<file path="config.mk">
export PLATFORM = sky130hd
export DESIGN_NAME = exec_cluster
export DESIGN_NICKNAME = d
export VERILOG_FILES = /design/src/exec_pkg.sv /design/src/alu_unit.sv /design/src/mult_unit.sv /design/src/complete_arbiter.sv /design/src/exec_cluster.sv
export SDC_FILE = /design/constraint.sdc
export NUM_CORES = 2
export LEC_CHECK = 0
export ABC_CLOCK_PERIOD_IN_PS = 19900
export BUFFER_PORTS_ARGS = -buffer_cell sky130_fd_sc_hd__buf_4
export CAP_MARGIN = 10
export CORE_MARGIN = 2
export CORE_UTILIZATION = 50
export CTS_BUF_LIST = sky130_fd_sc_hd__clkbuf_2
export CTS_CLUSTER_DIAMETER = 80
export DETAILED_ROUTE_END_ITERATION = 6
export PLACE_DENSITY = 0.62
export SYNTH_ARGS = -nofsm -noshare
export SYNTH_HDL_FRONTEND = slang
export SYNTH_HIERARCHICAL = 1
export SYNTH_SLANG_ARGS = --single-unit
</file>
<file path="constraint.sdc">
create_clock -name clock -period 19.9 [get_ports clock]
set_input_delay 0.995 -clock clock [delete_from_list [all_inputs] [get_ports clock]]
set_output_delay 0.995 -clock clock [all_outputs]
set_load 0.005 [all_outputs]
</file>
<file path="src/exec_pkg.sv">
package exec_pkg;

    ////////////////////////////////////////////////////////////////////////////
    // widths

    localparam int xlen        = 32;         // operand and result width
    localparam int pr_bits     = 6;          // physical register tag
    localparam int rob_bits    = 5;          // reorder buffer index
    localparam int mult_stages = 4;          // multiplier pipeline depth
    localparam int op_bits     = 4;          // opcode field width
    localparam int shamt_bits  = 5;          // shift amount taken from opb
    localparam int prod_bits   = 2 * xlen;   // full unsigned product

    ////////////////////////////////////////////////////////////////////////////
    // opcodes

    // alu class first, multiply class at the top of the encoding
    typedef enum logic [op_bits-1:0] {
        op_add   = 4'd0,
        op_sub   = 4'd1,
        op_and   = 4'd2,
        op_or    = 4'd3,
        op_xor   = 4'd4,
        op_sll   = 4'd5,   // shift left by opb[4:0]
        op_srl   = 4'd6,   // logical shift right by opb[4:0]
        op_slt   = 4'd7,   // signed compare, result 1 or 0
        op_mul   = 4'd8,   // low half of unsigned product
        op_mulhu = 4'd9    // high half of unsigned product
    } exec_op_e;

    ////////////////////////////////////////////////////////////////////////////
    // packets

    // one issued operation, 79 bits
    typedef struct packed {
        exec_op_e            op;
        logic [xlen-1:0]     opa;
        logic [xlen-1:0]     opb;
        logic [pr_bits-1:0]  dest_pr;   // where the result goes
        logic [rob_bits-1:0] rob_idx;   // rob entry to mark complete
    } issue_pkt_t;

    // one completed result on the cdb, 43 bits
    typedef struct packed {
        logic [xlen-1:0]     value;
        logic [pr_bits-1:0]  dest_pr;
        logic [rob_bits-1:0] rob_idx;
    } cdb_pkt_t;

    // payload of one multiplier stage
    typedef struct packed {
        logic [prod_bits-1:0] product;  // full 64 bit product
        logic                 sel_hi;   // mulhu takes the upper half
        logic [pr_bits-1:0]   dest_pr;
        logic [rob_bits-1:0]  rob_idx;
    } mult_stage_t;

endpackage

</file>
<file path="src/alu_unit.sv">
`timescale 1ns/100ps

module alu_unit import exec_pkg::*; (
    input  logic       clock,
    input  logic       reset,
    input  logic       issue_valid,
    input  issue_pkt_t issue_pkt,
    input  logic       alu_take,     // arbiter takes the held result
    output logic       alu_ready,
    output logic       alu_done,
    output cdb_pkt_t   alu_result
);

    logic            is_alu_op;   // opcode belongs to this unit
    logic            accept;      // issue transfer into the alu
    logic [xlen-1:0] alu_value;   // combinational result

    ////////////////////////////////////////////////////////////////////////////
    // decode and handshake

    // everything except the two multiply opcodes
    assign is_alu_op = (issue_pkt.op != op_mul) && (issue_pkt.op != op_mulhu);

    // room when the output reg is empty or drains this cycle
    assign alu_ready = is_alu_op && (!alu_done || alu_take);
    assign accept    = issue_valid && alu_ready;

    ////////////////////////////////////////////////////////////////////////////
    // datapath

    always_comb begin
        case (issue_pkt.op)
            op_add:  alu_value = issue_pkt.opa + issue_pkt.opb;
            op_sub:  alu_value = issue_pkt.opa - issue_pkt.opb;
            op_and:  alu_value = issue_pkt.opa & issue_pkt.opb;
            op_or:   alu_value = issue_pkt.opa | issue_pkt.opb;
            op_xor:  alu_value = issue_pkt.opa ^ issue_pkt.opb;
            op_sll:  alu_value = issue_pkt.opa << issue_pkt.opb[shamt_bits-1:0];
            op_srl:  alu_value = issue_pkt.opa >> issue_pkt.opb[shamt_bits-1:0];
            op_slt: begin
                // signed compare, zero extended flag
                alu_value = ($signed(issue_pkt.opa) < $signed(issue_pkt.opb)) ?
                            {{(xlen-1){1'b0}}, 1'b1} : '0;
            end
            default: alu_value = '0;   // multiply opcodes never accepted here
        endcase
    end

    ////////////////////////////////////////////////////////////////////////////
    // output register

    always_ff @(posedge clock) begin
        if (reset) begin
            alu_done <= 1'b0;
        end else if (accept) begin
            alu_done <= 1'b1;              // new result replaces or refills
        end else if (alu_take) begin
            alu_done <= 1'b0;              // drained, nothing behind it
        end
    end

    // payload only moves on acceptance, held while waiting for the cdb
    always_ff @(posedge clock) begin
        if (accept) begin
            alu_result.value   <= alu_value;
            alu_result.dest_pr <= issue_pkt.dest_pr;
            alu_result.rob_idx <= issue_pkt.rob_idx;
        end
    end

endmodule

</file>
<file path="src/mult_unit.sv">
`timescale 1ns/100ps

module mult_unit import exec_pkg::*; (
    input  logic       clock,
    input  logic       reset,
    input  logic       issue_valid,
    input  issue_pkt_t issue_pkt,
    input  logic       mult_take,    // arbiter takes the last stage
    output logic       mult_ready,
    output logic       mult_done,
    output cdb_pkt_t   mult_result
);

    logic                   is_mult_op;    // mul or mulhu offered
    logic                   advance;       // whole chain moves this cycle
    logic                   accept;        // issue transfer into stage 0
    logic [prod_bits-1:0]   product_in;    // product of the offered operands
    mult_stage_t            stage_in;      // stage 0 load value

    logic [mult_stages-1:0] stage_valid;   // one valid bit per stage
    mult_stage_t            stage_data [mult_stages];

    ////////////////////////////////////////////////////////////////////////////
    // decode and chain control

    assign is_mult_op = (issue_pkt.op == op_mul) || (issue_pkt.op == op_mulhu);

    // last stage empty or leaving -> every stage can shift by one
    assign advance    = !stage_valid[mult_stages-1] || mult_take;

    // ready only when stage 0 can move, i.e. the chain advances
    assign mult_ready = is_mult_op && advance;
    assign accept     = issue_valid && mult_ready;

    ////////////////////////////////////////////////////////////////////////////
    // first stage product

    // unsigned multiply, both halves kept until the end of the chain
    assign product_in = prod_bits'(issue_pkt.opa) * prod_bits'(issue_pkt.opb);

    always_comb begin
        stage_in.product = product_in;
        stage_in.sel_hi  = (issue_pkt.op == op_mulhu);
        stage_in.dest_pr = issue_pkt.dest_pr;
        stage_in.rob_idx = issue_pkt.rob_idx;
    end

    ////////////////////////////////////////////////////////////////////////////
    // pipeline registers

    // valid bits, bubbles shift along with the data
    always_ff @(posedge clock) begin
        if (reset) begin
            stage_valid <= '0;
        end else if (advance) begin
            stage_valid <= {stage_valid[mult_stages-2:0], accept};
        end
    end

    // payload, frozen together with the valid bits
    always_ff @(posedge clock) begin
        if (advance) begin
            stage_data[0] <= stage_in;
            for (int i = 1; i < mult_stages; i++) begin
                stage_data[i] <= stage_data[i-1];
            end
        end
    end

    ////////////////////////////////////////////////////////////////////////////
    // result select

    assign mult_done = stage_valid[mult_stages-1];

    always_comb begin
        // mulhu wants bits 63:32, mul wants 31:0
        if (stage_data[mult_stages-1].sel_hi) begin
            mult_result.value = stage_data[mult_stages-1].product[prod_bits-1:xlen];
        end else begin
            mult_result.value = stage_data[mult_stages-1].product[xlen-1:0];
        end
        mult_result.dest_pr = stage_data[mult_stages-1].dest_pr;
        mult_result.rob_idx = stage_data[mult_stages-1].rob_idx;
    end

endmodule

</file>
<file path="src/complete_arbiter.sv">
`timescale 1ns/100ps

module complete_arbiter import exec_pkg::*; (
    input  logic     clock,
    input  logic     reset,
    input  logic     alu_done,
    input  cdb_pkt_t alu_result,
    input  logic     mult_done,
    input  cdb_pkt_t mult_result,
    input  logic     cdb_ready,     // consumer accepts the broadcast
    output logic     alu_take,
    output logic     mult_take,
    output logic     cdb_valid,
    output cdb_pkt_t cdb_pkt
);

    logic     can_load;   // cdb register empty or emptied this cycle
    logic     load;       // one of the units is granted
    cdb_pkt_t grant_pkt;  // result of the granted unit

    ////////////////////////////////////////////////////////////////////////////
    // grant

    // cdb register full and not accepted -> back-pressure to both units
    assign can_load = !cdb_valid || cdb_ready;

    // multiplier first, it holds the older op
    assign mult_take = can_load && mult_done;
    assign alu_take  = can_load && alu_done && !mult_done;
    assign load      = mult_take || alu_take;

    always_comb begin
        if (mult_take) begin
            grant_pkt = mult_result;
        end else begin
            grant_pkt = alu_result;   // only loaded when alu_take
        end
    end

    ////////////////////////////////////////////////////////////////////////////
    // cdb register

    always_ff @(posedge clock) begin
        if (reset) begin
            cdb_valid <= 1'b0;
        end else if (load) begin
            cdb_valid <= 1'b1;
        end else if (cdb_ready) begin
            cdb_valid <= 1'b0;        // broadcast done, nothing new
        end
    end

    // holds steady while the consumer stalls
    always_ff @(posedge clock) begin
        if (load) begin
            cdb_pkt <= grant_pkt;
        end
    end

endmodule

</file>
<file path="src/exec_cluster.sv">
`timescale 1ns/100ps

module exec_cluster import exec_pkg::*; (
    input  logic       clock,
    input  logic       reset,
    input  logic       issue_valid,
    input  issue_pkt_t issue_pkt,
    output logic       issue_ready,
    output logic       cdb_valid,
    output cdb_pkt_t   cdb_pkt,
    input  logic       cdb_ready
);

    logic     alu_ready;     // alu can take the offered op
    logic     mult_ready;    // multiplier can take the offered op
    logic     alu_done;
    logic     mult_done;
    logic     alu_take;
    logic     mult_take;
    cdb_pkt_t alu_result;
    cdb_pkt_t mult_result;

    // each unit only raises ready for its own opcode class
    assign issue_ready = alu_ready | mult_ready;

    ////////////////////////////////////////////////////////////////////////////
    // functional units

    alu_unit alu_0 (
        .clock       (clock),
        .reset       (reset),
        .issue_valid (issue_valid),
        .issue_pkt   (issue_pkt),
        .alu_take    (alu_take),      // <- arbiter
        .alu_ready   (alu_ready),
        .alu_done    (alu_done),      // -> arbiter
        .alu_result  (alu_result)     // -> arbiter
    );

    mult_unit mult_0 (
        .clock       (clock),
        .reset       (reset),
        .issue_valid (issue_valid),
        .issue_pkt   (issue_pkt),
        .mult_take   (mult_take),     // <- arbiter
        .mult_ready  (mult_ready),
        .mult_done   (mult_done),     // -> arbiter
        .mult_result (mult_result)    // -> arbiter
    );

    ////////////////////////////////////////////////////////////////////////////
    // complete stage

    complete_arbiter complete_0 (
        .clock       (clock),
        .reset       (reset),
        .alu_done    (alu_done),
        .alu_result  (alu_result),
        .mult_done   (mult_done),
        .mult_result (mult_result),
        .cdb_ready   (cdb_ready),
        .alu_take    (alu_take),
        .mult_take   (mult_take),
        .cdb_valid   (cdb_valid),     // -> cdb broadcast
        .cdb_pkt     (cdb_pkt)
    );

endmodule

</file>
==> metrics.txt <==
status=finished, final reports clean; register area share after synthesis=0.2171; Top FF cell, synth=edfxtp_1; Slew @ Worst Pin=1.103 ns; Design Area, Final=0.05700 sq mm; Slew HR=0.2622; Mapped Area=0.05451 sq mm; Starting Density=0.5021; Post-CTS Resized=0; Post-Synthesis Cells=5420; IO Port Bufs=127; DR DRC count=0; met3 usage=0.03589; Num CTS Buffers=98; Setup crit end=mult_0/stage_data[0][69]$_DFFE_PP_; Final Cycle Share=0.3993; hold_sp=issue_pkt[10]; FFs w/ async S/R, synth=0; yosys warns=6; CP endpoint kind=register; met1 usage=0.4206; Slew Viols, Final=0; pin count of the biggest net entering global routing=184; Seq cells post-synth=396; Crit-path slowest cell=buf_4; Compound-Gate Fraction of Synth Area=0.08340; register area=0.01183 sq mm; Worst R2R End=mult_0/stage_data[0][21]$_DFFE_PP_; syn avg cell area=10.06 sq um; worst setup path class=in2reg; layout cell share with drive strength beyond 1=0.08467; Ports=128; DRT Pass-1 Iters=6; CP Max Fanout=63; R2R cell count=6; CTS tree=done; Layout Utilization=0.5251; final hold violations=0; NumNets Final=6699; post-synthesis mux area share=0.03643; Routed WL per cell=24.89 um; Area after DPL=0.05608 sq mm; first-pass GRT wire length=256500 um; Fillers=9968; Final Wtd Congestion=0.9971; clock-pin transition on the worst setup and hold timing paths=0.10 ns; fmax=0.1259 GHz; skew final=0.1098 ns; multi-input combinational cell area=0.03772 sq mm; adder-cell share of the synthesized area=0.4148; initial antenna violation count=11; vias=39.38k; number of global-route vias before repair=40.52k; final wirelength=170000 um; Die Y=334.2 um; syn_nets=6771; post-layout min period=7.946 ns; Crit. Startpoint=issue_pkt[14]; Placeable Area=0.1086 sq mm; Chip Width=334.2 um; GRT Total Usage=0.3080; clk sinks=396; P&R area growth vs syn=4.568%; Post-DP HPWL=124000 um; R2R Path Start=complete_0/cdb_valid$_SDFFE_PP0P_; Unique masters post-synth=102; antenna-violating nets left=0; final setup violation count=0; die area=0.1117 sq mm; CP delay by family, top=adder cells; Critical Path Stages=26; largest family of logic cells by synthesized area=adder cells; DR iter-0 viols=3331; Worst Path Buf+Inv=6; DR vias/cell=5.764; # H-tree levels=3; RSZ-0062 raised after global routing=no; Crit path arrival time=8.74 ns; Rows=121; grt peak-use layer=met2; GRT overflow=0; max cap viols=0; Post-Synth Simple-Gate Area=0.1426; Worst path most repeated cell=fa_1; flop2flop setup slack=16.53 ns; Clk Latency, worst-skew pair=1.08 ns; post-synthesis xor/xnor area fraction=0.01430; CTS root buffer=clkbuf_2; CP Launch Type=input pin; HP Class=in2reg; Critical Path Max Stage Delay=0.63 ns; CP required=20.69 ns; clock buffer depth=3; EDFF count, synth=390; met2 Use GR=0.5010; setup TNS=0 ns
[placed cells by master (no fill, tap or decap), types with 21 or more instances in the layout]
cell	n
mux2i_1	69
a31oi_1	27
nand2b_1	36
mux2_2	45
nand3_1	30
xor2_1	21
clkbuf_2	133
a21o_1	37
nand2_1	555
edfxtp_1	390
inv_1	962
nor2_1	163
mux2_4	39
ha_1	370
a21oi_1	194
and2_1	605
buf_4	145
o211ai_1	32
nand4_1	23
o21bai_1	22
fa_1	898
o21ai_0	171
nor3_1	25
xnor2_1	68
a22oi_1	33
[per-layer routing]
layer	part of all wire	wire (um)
met1	0.41	70010
met2	0.47	80520
met3	0.069	11710
met4	0.045	7729
met5	0.00015	25
[cells in the mapped netlist, types with 7 or more instances]
library cell	count	area share
o211ai_1	32	0.0044
buf_4	17	0.0023
edfxtp_1	390	0.21
fa_1	898	0.33
xor2_1	21	0.0034
a21oi_1	194	0.018
nor2b_1	18	0.0021
mux2_4	39	0.011
o21a_1	7	0.00096
a31oi_1	27	0.0031
or3_1	13	0.0015
nor2_1	166	0.011
mux2i_1	69	0.013
mux2_2	45	0.0093
buf_2	29	0.0027
nor4_1	13	0.0015
nand3_1	30	0.0028
inv_1	964	0.066
o21ai_1	9	0.00083
o21ai_0	171	0.016
and2_1	606	0.070
xnor2_1	68	0.011
o31ai_1	10	0.0014
nand2b_1	36	0.0041
nand4_1	23	0.0026
clkbuf_1	255	0.018
mux4_2	9	0.0037
a22oi_1	33	0.0045
nand2_1	555	0.038
o22ai_1	16	0.0018
nor3_1	26	0.0024
a211oi_1	18	0.0025
a21o_1	37	0.0051
o21bai_1	22	0.0030
a221oi_1	10	0.0016
o221ai_1	14	0.0022
buf_1	11	0.00076
ha_1	370	0.085
a211o_1	9	0.0014
[how the worst min path moves through the flow]
| stage | slack, ns | depth (start not counted) | endpoint |
|---|---|---|---|
| 5_1_grt | 0.006 | 1 | mult_0/stage_data[0][7]$_DFFE_PP_ |
| 2_1_floorplan | 0.40 | 0 | mult_0/stage_data[1][0]$_DFFE_PP_ |
| 3_3_place_gp | 0.40 | 0 | mult_0/stage_data[2][29]$_DFFE_PP_ |
| 4_1_cts | 0.007 | 1 | mult_0/stage_data[0][7]$_DFFE_PP_ |
| 6_report | 0.17 | 1 | mult_0/stage_data[0][10]$_DFFE_PP_ |
| 3_5_place_dp | 0.40 | 0 | mult_0/stage_data[2][2]$_DFFE_PP_ |
[timing repair]
| action | 4_1_cts | 5_1_grt |
|---|---|---|
| hold buffers | 1 | 0 |
| hold endpoints to repair | 2 | 0 |
| buffers inserted | 0 | 0 |
[worst reg2reg max path: cells and delay by family (launching register included)]
kind	cells	cell delay, ns
flip-flops	1	0.39
AND/OR/NAND/NOR	3	1.25
buffers and inverters	3	1.15
[state kept, by name (all words and copies together) (netlist names)]
register,flops
mult_0/stage_data,304
alu_0/alu_done,1
mult_0/stage_valid,4
complete_0/cdb_valid,1
complete_0/cdb_pkt,43
alu_0/alu_result,43
[final cells by class]
type	count	area share
antenna	8	0.0003512
sequential	396	0.2076
clock buffer	133	0.01168
clock inverter	28	0.003908
multi-input combinational	3735	0.6618
tap	1414	0.03104
timing repair buffer	147	0.01963
inverter	970	0.06401
[cells by family (layout without fill, tap and decap cells)]
logic type,after synthesis,in the layout
mux,162,162
flops,396,396
xor+xnor,89,89
other cells,0,8
fa+ha+maj,1268,1268
compound gates,688,688
buf+inv,1289,1278
simple gates,1528,1528
[through the flow]
step | std cells | setup WS [ns] | hold WS, ns
final | 6831 | 11.95 | 0.1737
after global routing | 6824 | 11.64 | 0.005760
after CTS | 6823 | 12.20 | 0.006969
after detailed placement | 6661 | 10.94 | 0.4045
after global placement | 6661 | 10.95 | 0.4006
after floorplan | 5420 | 10.80 | 0.4003
Power is not shown: default switching activity piles up to over one toggle a cycle in this logic, so the estimate is an artifact.
